[src/common/decode_params.svh]
`ifndef DECODE_PARAMS_SVH
`define DECODE_PARAMS_SVH

`define DBITS      32 // data and pc width
`define REGWORDS   32
`define REGNOBITS  5

// major opcodes, inst[6:0]
`define R_OPCODE      7'b0110011
`define IMM_OPCODE    7'b0010011
`define LUI_OPCODE    7'b0110111
`define AUIPC_OPCODE  7'b0010111
`define JAL_OPCODE    7'b1101111
`define JALR_OPCODE   7'b1100111
`define BRANCH_OPCODE 7'b1100011
`define LW_OPCODE     7'b0000011
`define SW_OPCODE     7'b0100011

// alu funct3, shared by register and immediate forms
`define ADD_FUNCT3  3'b000
`define SLL_FUNCT3  3'b001
`define SLT_FUNCT3  3'b010
`define SLTU_FUNCT3 3'b011
`define XOR_FUNCT3  3'b100
`define SRL_FUNCT3  3'b101 // also sra
`define OR_FUNCT3   3'b110
`define AND_FUNCT3  3'b111
`define MUL_FUNCT3  3'b000

`define BEQ_FUNCT3  3'b000
`define BNE_FUNCT3  3'b001
`define BLT_FUNCT3  3'b100
`define BGE_FUNCT3  3'b101
`define BLTU_FUNCT3 3'b110
`define BGEU_FUNCT3 3'b111
`define LW_FUNCT3   3'b010
`define SW_FUNCT3   3'b010
`define JALR_FUNCT3 3'b000

`define BASE_FUNCT7 7'b0000000
`define SUB_FUNCT7  7'b0100000 // sub, sra, srai
`define MUL_FUNCT7  7'b0000001

`endif

[src/common/decode_pkg.sv]
`default_nettype none

`include "decode_params.svh"

package decode_pkg;

  // internal op, one per supported instruction
  typedef enum logic [5:0] {
    iop_add, iop_sub, iop_and, iop_or, iop_xor,
    iop_slt, iop_sltu, iop_sra, iop_srl, iop_sll, iop_mul,
    iop_addi, iop_andi, iop_ori, iop_xori, iop_slti,
    iop_sltiu, iop_srai, iop_srli, iop_slli,
    iop_lui, iop_auipc, iop_jal, iop_jalr,
    iop_beq, iop_bne, iop_blt, iop_bge, iop_bltu, iop_bgeu,
    iop_lw, iop_sw,
    iop_invalid
  } iop_t;

  // instruction format, only used to steer immediate and register use
  typedef enum logic [2:0] {
    fmt_none, fmt_r, fmt_i, fmt_s, fmt_b, fmt_u, fmt_j
  } fmt_t;

  typedef enum logic [2:0] {
    imm_none, imm_i, imm_s, imm_b, imm_u, imm_j
  } imm_kind_t;

  typedef struct packed {
    logic              valid;
    logic [`DBITS-1:0] inst;
    logic [`DBITS-1:0] pc;
    logic [`DBITS-1:0] pcplus;
    logic [`DBITS-1:0] inst_count;
  } fe_latch_t;

  typedef struct packed {
    logic                 wr_reg;
    logic [`REGNOBITS-1:0] wregno;
    logic [`DBITS-1:0]    regval;
  } wb_to_de_t;

  typedef struct packed {
    logic                 valid;
    logic [`DBITS-1:0]    inst;
    logic [`DBITS-1:0]    pc;
    logic [`DBITS-1:0]    pcplus;
    logic [`DBITS-1:0]    inst_count;
    iop_t                 op;
    logic [`REGNOBITS-1:0] rd;
    logic                 wr_reg;
    logic [`DBITS-1:0]    rs1_val;
    logic [`DBITS-1:0]    rs2_val;
    logic [`DBITS-1:0]    imm;
  } de_latch_t;

  typedef struct packed {
    logic stall; // level back to fetch
  } de_to_fe_t;

endpackage

`default_nettype wire

[src/decode/decode_stage.sv]
`timescale 1ns/1ps
`default_nettype none

`include "decode_params.svh"

module decode_stage import decode_pkg::*; (
  input  logic      clk,
  input  logic      reset,
  input  fe_latch_t from_fe,
  input  wb_to_de_t from_wb,
  output de_to_fe_t to_fe,
  output de_latch_t de_out
);

  logic [`REGNOBITS-1:0] rs1;
  logic [`REGNOBITS-1:0] rs2;
  logic [`REGNOBITS-1:0] rd;
  iop_t                  op;
  imm_kind_t             imm_kind;
  logic                  uses_rs1;
  logic                  uses_rs2;
  logic                  wr_reg;
  logic [`DBITS-1:0]     imm;
  logic [`DBITS-1:0]     rs1_val;
  logic [`DBITS-1:0]     rs2_val;
  logic                  stall;
  logic                  accept;
  de_latch_t             de_next;

  assign rs1 = from_fe.inst[19:15];
  assign rs2 = from_fe.inst[24:20];
  assign rd  = from_fe.inst[11:7];

  instr_decoder u_decoder (
    .inst     (from_fe.inst),
    .op       (op),
    .imm_kind (imm_kind),
    .uses_rs1 (uses_rs1),
    .uses_rs2 (uses_rs2),
    .wr_reg   (wr_reg)
  );

  imm_gen u_imm_gen (
    .inst     (from_fe.inst),
    .imm_kind (imm_kind),
    .imm      (imm)
  );

  reg_file u_reg_file (
    .clk     (clk),
    .reset   (reset),
    .rs1     (rs1),
    .rs2     (rs2),
    .rs1_val (rs1_val),
    .rs2_val (rs2_val),
    .wb      (from_wb)
  );

  hazard_scoreboard u_scoreboard (
    .clk      (clk),
    .reset    (reset),
    .in_valid (from_fe.valid),
    .rs1      (rs1),
    .rs2      (rs2),
    .rd       (rd),
    .uses_rs1 (uses_rs1),
    .uses_rs2 (uses_rs2),
    .wr_reg   (wr_reg),
    .wb       (from_wb),
    .stall    (stall)
  );

  assign to_fe.stall = stall;
  assign accept      = from_fe.valid && !stall; // fetch holds the word while stalled

  always_comb begin
    de_next.valid      = 1'b1;
    de_next.inst       = from_fe.inst;
    de_next.pc         = from_fe.pc;
    de_next.pcplus     = from_fe.pcplus;
    de_next.inst_count = from_fe.inst_count;
    de_next.op         = op;
    de_next.rd         = rd;
    de_next.wr_reg     = wr_reg;
    de_next.rs1_val    = rs1_val;
    de_next.rs2_val    = rs2_val;
    de_next.imm        = imm;
  end

  // bubble is the all-zero latch
  always_ff @(posedge clk) begin
    if (reset || !accept)
      de_out <= '0;
    else
      de_out <= de_next;
  end

endmodule

`default_nettype wire

[src/decode/hazard_scoreboard.sv]
`timescale 1ns/1ps
`default_nettype none

`include "decode_params.svh"

module hazard_scoreboard import decode_pkg::*; (
  input  logic                  clk,
  input  logic                  reset,
  input  logic                  in_valid,
  input  logic [`REGNOBITS-1:0] rs1,
  input  logic [`REGNOBITS-1:0] rs2,
  input  logic [`REGNOBITS-1:0] rd,
  input  logic                  uses_rs1,
  input  logic                  uses_rs2,
  input  logic                  wr_reg,
  input  wb_to_de_t             wb,
  output logic                  stall
);

  localparam logic [`REGWORDS-1:0] ONE = {{(`REGWORDS-1){1'b0}}, 1'b1};

  logic [`REGWORDS-1:0] busy;     // one bit per register still owed a write-back
  logic [`REGWORDS-1:0] set_mask;
  logic [`REGWORDS-1:0] clr_mask;
  logic rs1_hit;
  logic rs2_hit;
  logic accept;

  // a source being written back this cycle is already readable
  assign rs1_hit = uses_rs1 && rs1 != '0 && busy[rs1] && !(wb.wr_reg && wb.wregno == rs1);
  assign rs2_hit = uses_rs2 && rs2 != '0 && busy[rs2] && !(wb.wr_reg && wb.wregno == rs2);

  assign stall  = in_valid && (rs1_hit || rs2_hit);
  assign accept = in_valid && !stall;

  assign set_mask = (accept && wr_reg && rd != '0) ? (ONE << rd) : '0;
  assign clr_mask = wb.wr_reg ? (ONE << wb.wregno) : '0;

  always_ff @(posedge clk) begin
    if (reset)
      busy <= '0;
    else
      busy <= (busy & ~clr_mask) | set_mask; // new issue beats a same-cycle clear
  end

endmodule

`default_nettype wire

[src/decode/imm_gen.sv]
`timescale 1ns/1ps
`default_nettype none

`include "decode_params.svh"

module imm_gen import decode_pkg::*; (
  input  logic [`DBITS-1:0] inst,
  input  imm_kind_t         imm_kind,
  output logic [`DBITS-1:0] imm
);

  logic sign;

  assign sign = inst[31];

  always_comb begin
    case (imm_kind)
      imm_i:
        imm = {{(`DBITS-12){sign}}, inst[31:20]};
      imm_s:
        imm = {{(`DBITS-12){sign}}, inst[31:25], inst[11:7]};
      imm_b: // bit 0 is always zero for branch targets
        imm = {{(`DBITS-12){sign}}, inst[7], inst[30:25], inst[11:8], 1'b0};
      imm_u:
        imm = {inst[31:12], 12'b0};
      imm_j:
        imm = {{(`DBITS-20){sign}}, inst[19:12], inst[20], inst[30:21], 1'b0};
      default:
        imm = '0;
    endcase
  end

endmodule

`default_nettype wire

[src/decode/instr_decoder.sv]
`timescale 1ns/1ps
`default_nettype none

`include "decode_params.svh"

module instr_decoder import decode_pkg::*; (
  input  logic [`DBITS-1:0] inst,
  output iop_t              op,
  output imm_kind_t         imm_kind,
  output logic              uses_rs1,
  output logic              uses_rs2,
  output logic              wr_reg
);

  logic [6:0] opcode;
  logic [2:0] funct3;
  logic [6:0] funct7;
  fmt_t       fmt;

  assign opcode = inst[6:0];
  assign funct3 = inst[14:12];
  assign funct7 = inst[31:25];

  always_comb begin
    op = iop_invalid;
    case (opcode)
      `R_OPCODE: begin
        if (funct7 == `BASE_FUNCT7) begin
          case (funct3)
            `ADD_FUNCT3:  op = iop_add;
            `SLL_FUNCT3:  op = iop_sll;
            `SLT_FUNCT3:  op = iop_slt;
            `SLTU_FUNCT3: op = iop_sltu;
            `XOR_FUNCT3:  op = iop_xor;
            `SRL_FUNCT3:  op = iop_srl;
            `OR_FUNCT3:   op = iop_or;
            `AND_FUNCT3:  op = iop_and;
            default:      op = iop_invalid;
          endcase
        end else if (funct7 == `SUB_FUNCT7) begin
          if (funct3 == `ADD_FUNCT3)
            op = iop_sub;
          else if (funct3 == `SRL_FUNCT3)
            op = iop_sra;
        end else if (funct7 == `MUL_FUNCT7 && funct3 == `MUL_FUNCT3) begin
          op = iop_mul; // rest of the m extension is not supported
        end
      end
      `IMM_OPCODE: begin
        case (funct3)
          `ADD_FUNCT3:  op = iop_addi;
          `SLT_FUNCT3:  op = iop_slti;
          `SLTU_FUNCT3: op = iop_sltiu;
          `XOR_FUNCT3:  op = iop_xori;
          `OR_FUNCT3:   op = iop_ori;
          `AND_FUNCT3:  op = iop_andi;
          `SLL_FUNCT3:  op = (funct7 == `BASE_FUNCT7) ? iop_slli : iop_invalid;
          `SRL_FUNCT3: begin
            if (funct7 == `BASE_FUNCT7)
              op = iop_srli;
            else if (funct7 == `SUB_FUNCT7)
              op = iop_srai;
          end
          default: op = iop_invalid;
        endcase
      end
      `BRANCH_OPCODE: begin
        case (funct3)
          `BEQ_FUNCT3:  op = iop_beq;
          `BNE_FUNCT3:  op = iop_bne;
          `BLT_FUNCT3:  op = iop_blt;
          `BGE_FUNCT3:  op = iop_bge;
          `BLTU_FUNCT3: op = iop_bltu;
          `BGEU_FUNCT3: op = iop_bgeu;
          default:      op = iop_invalid; // 010, 011 unused
        endcase
      end
      `LUI_OPCODE:   op = iop_lui;
      `AUIPC_OPCODE: op = iop_auipc;
      `JAL_OPCODE:   op = iop_jal;
      `JALR_OPCODE:  op = (funct3 == `JALR_FUNCT3) ? iop_jalr : iop_invalid;
      `LW_OPCODE:    op = (funct3 == `LW_FUNCT3) ? iop_lw : iop_invalid;
      `SW_OPCODE:    op = (funct3 == `SW_FUNCT3) ? iop_sw : iop_invalid;
      default:       op = iop_invalid;
    endcase
  end

  always_comb begin
    case (op)
      iop_add, iop_sub, iop_and, iop_or, iop_xor, iop_slt, iop_sltu,
      iop_sra, iop_srl, iop_sll, iop_mul:
        fmt = fmt_r;
      iop_addi, iop_andi, iop_ori, iop_xori, iop_slti, iop_sltiu,
      iop_srai, iop_srli, iop_slli, iop_lw, iop_jalr:
        fmt = fmt_i;
      iop_beq, iop_bne, iop_blt, iop_bge, iop_bltu, iop_bgeu:
        fmt = fmt_b;
      iop_sw:              fmt = fmt_s;
      iop_lui, iop_auipc:  fmt = fmt_u;
      iop_jal:             fmt = fmt_j;
      default:             fmt = fmt_none;
    endcase
  end

  // register fields that are real for each format
  always_comb begin
    imm_kind = imm_none;
    uses_rs1 = 1'b0;
    uses_rs2 = 1'b0;
    wr_reg   = 1'b0;
    case (fmt)
      fmt_r: begin
        uses_rs1 = 1'b1;
        uses_rs2 = 1'b1;
        wr_reg   = 1'b1;
      end
      fmt_i: begin
        imm_kind = imm_i; // shift amounts come out of the i immediate too
        uses_rs1 = 1'b1;
        wr_reg   = 1'b1;
      end
      fmt_s, fmt_b: begin
        imm_kind = (fmt == fmt_s) ? imm_s : imm_b;
        uses_rs1 = 1'b1;
        uses_rs2 = 1'b1;
      end
      fmt_u: begin
        imm_kind = imm_u;
        wr_reg   = 1'b1;
      end
      fmt_j: begin
        imm_kind = imm_j;
        wr_reg   = 1'b1;
      end
      default: imm_kind = imm_none; // invalid touches no registers
    endcase
  end

endmodule

`default_nettype wire

[src/decode/reg_file.sv]
`timescale 1ns/1ps
`default_nettype none

`include "decode_params.svh"

module reg_file import decode_pkg::*; (
  input  logic                  clk,
  input  logic                  reset,
  input  logic [`REGNOBITS-1:0] rs1,
  input  logic [`REGNOBITS-1:0] rs2,
  output logic [`DBITS-1:0]     rs1_val,
  output logic [`DBITS-1:0]     rs2_val,
  input  wb_to_de_t             wb
);

  logic [`DBITS-1:0] regs [`REGWORDS];

  // x0 reads zero, a write-back in flight is bypassed to the reader
  function automatic logic [`DBITS-1:0] read_port(input logic [`REGNOBITS-1:0] idx);
    if (idx == '0)
      return '0;
    else if (wb.wr_reg && wb.wregno == idx)
      return wb.regval;
    else
      return regs[idx];
  endfunction

  always_ff @(posedge clk) begin
    if (reset) begin
      for (int i = 0; i < `REGWORDS; i++)
        regs[i] <= '0;
    end else if (wb.wr_reg && wb.wregno != '0) begin
      regs[wb.wregno] <= wb.regval;
    end
  end

  assign rs1_val = read_port(rs1);
  assign rs2_val = read_port(rs2);

endmodule

`default_nettype wire

[config.mk]
export PLATFORM = sky130hd
export DESIGN_NAME = decode_stage
export DESIGN_NICKNAME = d
export VERILOG_FILES = /design/src/common/decode_pkg.sv /design/src/decode/decode_stage.sv /design/src/decode/hazard_scoreboard.sv /design/src/decode/imm_gen.sv /design/src/decode/instr_decoder.sv /design/src/decode/reg_file.sv
export VERILOG_INCLUDE_DIRS = /design/src /design/src/common
export SDC_FILE = /design/constraint.sdc
export NUM_CORES = 2
export LEC_CHECK = 0
export ABC_AREA = 1
export BUFFER_PORTS_ARGS = -buffer_cell sky130_fd_sc_hd__buf_2
export CELL_PAD_IN_SITES_DETAIL_PLACEMENT = 2
export CELL_PAD_IN_SITES_GLOBAL_PLACEMENT = 2
export CORE_ASPECT_RATIO = 1.2
export CORE_UTILIZATION = 36
export DETAILED_ROUTE_END_ITERATION = 10
export PLACE_DENSITY = 0.88
export SYNTH_ARGS = -nofsm -noshare
export SYNTH_HDL_FRONTEND = slang
export SYNTH_SLANG_ARGS = --single-unit
[constraint.sdc]
create_clock -name clk -period 6.9 [get_ports clk]
set_clock_uncertainty 0.1 [all_clocks]
set_input_delay 0.345 -clock clk [delete_from_list [all_inputs] [get_ports clk]]
set_output_delay 0.345 -clock clk [all_outputs]
set_load 0.1 [all_outputs]
==> run metrics <==
result of the run=finished clean; CTS H-Tree Depth=4; nature of the critical path startpoint=input pin; number of enable flip-flop cells after synthesis=1024; Tot Pwr=19.7 mW; clock transition at the register clock pins on the worst setup and hold paths after CTS=60 ps; Synth cell types=37; DR WL met3=40.5 mm; number of max-capacitance violations reported=0; post-synthesis instance total=7350; wire length of the first global-routing pass=496 mm; DRC violation total after the first TritonRoute iteration=8443; number of detailed-route iterations in the first pass=6; netlist area before placement=63700 um2; post-cts gate resize count=0; routed via count divided by cell count=6.64; routed wl met2=159 mm; effective utilization at floorplan=0.364; highest routed metal layer=met5; Clock Latency Late Sink=850 ps; Worst IR Drop VDD=0.253 mV; endpoint class of the critical path=primary output; synthesis-to-layout area growth=14.9%; reg2reg start=u_scoreboard.busy[15]; vias in the first global route=71200; top cell family by delay on the critical path=simple AND/OR/NAND/NOR gates; final worst path period share=0.711; nets@finish=7649; die height=463 um; RSZ-0062 raised after global routing=no; fraction of layout cells with a size suffix above 1=0.113; CP Class=in -> out; worst slew margin relative to its limit=0.0611; Overall Global Routing Usage=0.379; pin count of the biggest net entering global routing=213; buffer depth of the longest clock path=3; CTS tree=yes; Met1 Wirelength=119 mm; initial antenna violation count=23; Sink Count=1288; aggregate global routing overflow=0; top flip-flop cell by instance count after synthesis=sky130_fd_sc_hd__edfxtp_1; longest individual stage delay on the worst path=540 ps; utilization of the core after routing=0.418; number of antenna-violating nets in the routed design=0; cts-stage hold buffer count=126; synth top area cells=sky130_fd_sc_hd__edfxtp_1 (48%), sky130_fd_sc_hd__o21ai_0 (12%), sky130_fd_sc_hd__nor2_1 (11%); final sum of negative setup slack=0 ps; weighted congestion reported at the end of routability-driven placement=0.873; area inside the core boundary=175000 um2; Yosys warnings=0; number of buffers inserted by post-CTS setup repair=0; class of the tightest hold or removal check=in -> reg; Critical Path AT=4460 ps; share of async-settable or async-resettable flops after synthesis=0; share of the yosys chip area belonging to registers=0.566; flop and latch count out of synthesis=1288; Hold Fails Final Rpt=0; buffers and inverters on the worst path=6; Worst Hold Margin=12.5 ps; number of remaining DRC errors=0; biggest fanout along the worst timing path=15; crit path time final=4910 ps; clk root buf=sky130_fd_sc_hd__clkbuf_16; actual slew at the worst max-slew pin=1410 ps; post-synth top area cell=sky130_fd_sc_hd__edfxtp_1; cell row count=168; LEAKAGE=27.8 nW; Die W=386 um; worst-path cell with the longest stage delay=sky130_fd_sc_hd__dlygate4sd3_1; top achievable clock speed=204 MHz; Synth Area per Inst=8.67 um2; area of the die=179000 um2; Final setup viols=0; CTS Buf Count=140; HPWL reported at the end of detailed placement=185 mm; I/O pin total=407; most common cell in the netlist=sky130_fd_sc_hd__nor2_1; final number of max-transition violations=0; count of input and output buffers=406; total detailed-routing wirelength=348 mm; vias post-DR=65700; HP Start=from_wb[1]; total power density per cell area=269 nW/um2; critical path data required time=6450 ps; routed len/inst=35.2 um; startpoint of the most critical setup path=from_fe[108]; Top cell by count, worst path=sky130_fd_sc_hd__nand2_1; most frequent cells after synthesis=sky130_fd_sc_hd__nor2_1 (1895), sky130_fd_sc_hd__o21ai_0 (1514), sky130_fd_sc_hd__edfxtp_1 (1024), sky130_fd_sc_hd__clkbuf_1 (650), sky130_fd_sc_hd__a21oi_1 (516); Yosys top cell area share=0.483; crit-path cells=dlygate4sd3_1 -> buf_2 -> inv_1 -> ha_1 -> nand2_1 -> nand2_1 -> inv_2 -> nand3_1 -> nand2_1 -> clkinv_1 -> nand2_1 -> nand2_2 -> nor2_1 -> nand2_1 -> a21oi_1 -> ha_1 -> nand3_1 -> nand3_1 -> nand2_1 -> nor2_1 -> buf_2
path summary, 6_finish.rpt:
kind                            depth (start not counted)  slack, ps                    end
worst max-delay path                                   21       1990                  to_fe
worst min-delay path                                    4         10  u_reg_file.regs[3][1]
worst max register to register                         13       3380             de_out[32]
worst min register to register                          2        400  u_scoreboard.busy[10]
through the flow:
stage / cell area [um2] / cells / setup WS [ps]
final: 73200 / 9890 / 1990
after global routing: 73200 / 9882 / 1630
after CTS: 73200 / 9880 / 2080
after detailed placement: 67400 / 9499 / 2100
after global placement: 67400 / 9499 / 2270
after floorplan: 63800 / 7381 / 2760
cells by family (layout without fill, tap and decap cells):
| logic type | after synthesis | in the layout | share of synthesized area |
|---|---|---|---|
| buffers and inverters | 1164 | 1368 | 0.0701 |
| AND/OR/NAND/NOR | 2473 | 2473 | 0.155 |
| other | 1 | 42 | 0.0000589 |
| flip-flops | 1288 | 1288 | 0.566 |
| adder cells (fa/ha/maj) | 8 | 8 | 0.00157 |
| XOR/XNOR | 2 | 2 | 0.000275 |
| AO/OA/AOI/OAI | 2414 | 2414 | 0.208 |
routing by layer:
layer,vias up,GRT usage
li1,25800,-
met1,33000,0.434
met2,5183,0.595
met3,1695,0.110
met4,22,0.290
met5,-,0
sequential cells by signal, indices dropped and copies added (netlist names):
register           cells
u_reg_file.regs     1024
de_out               232
u_scoreboard.busy     32
tightest hold or removal path, stage by stage:
cell and delay [ps]:
sky130_fd_sc_hd__buf_2 80, sky130_fd_sc_hd__inv_1 30, sky130_fd_sc_hd__buf_4 240, sky130_fd_sc_hd__nor2_1 130
cell usage in the layout (no fill, tap or decap), types with 4 or more instances in the layout:
cell type / n
sky130_fd_sc_hd__clkinv_1: 19
sky130_fd_sc_hd__clkbuf_8: 21
sky130_fd_sc_hd__o22ai_1: 65
sky130_fd_sc_hd__a21oi_1: 516
sky130_fd_sc_hd__nand2_1: 164
sky130_fd_sc_hd__buf_4: 132
sky130_fd_sc_hd__nand2_2: 51
sky130_fd_sc_hd__inv_1: 417
sky130_fd_sc_hd__inv_2: 16
sky130_fd_sc_hd__clkbuf_16: 150
sky130_fd_sc_hd__buf_12: 7
sky130_fd_sc_hd__diode_2: 10
sky130_fd_sc_hd__nand4_1: 30
sky130_fd_sc_hd__buf_8: 4
sky130_fd_sc_hd__bufinv_16: 4
sky130_fd_sc_hd__nand3_1: 261
sky130_fd_sc_hd__o21ai_0: 1514
sky130_fd_sc_hd__inv_8: 4
sky130_fd_sc_hd__a31oi_1: 54
sky130_fd_sc_hd__edfxtp_1: 1024
sky130_fd_sc_hd__clkbuf_1: 44
sky130_fd_sc_hd__nor3_1: 28
sky130_fd_sc_hd__nor2_2: 16
sky130_fd_sc_hd__conb_1: 32
sky130_fd_sc_hd__nor2_1: 1895
sky130_fd_sc_hd__ha_1: 8
sky130_fd_sc_hd__inv_6: 5
sky130_fd_sc_hd__inv_4: 4
sky130_fd_sc_hd__dlygate4sd3_1: 126
sky130_fd_sc_hd__buf_2: 397
sky130_fd_sc_hd__nand3_2: 19
sky130_fd_sc_hd__o221ai_1: 256
sky130_fd_sc_hd__clkinv_2: 11
sky130_fd_sc_hd__dfxtp_1: 264
report_power, final:
part	internal [mW]	leakage (nW)	switching [mW]
Clock	4.36	2.22	3.49
Sequential	8.78	11.9	0.237
Combinational	0.557	13.7	2.27
layout make-up:
class	count	area, um2
fillers	18700	102000
flip-flops and latches	1288	36000
multi-input cells	4929	23600
repair buffers	666	4440
clock buffers	216	4210
well taps	2295	2870
inverters	447	1720
clock inverters	39	335
diodes	10	25.0
No activity file was read; power rests on OpenSTA's default activity.
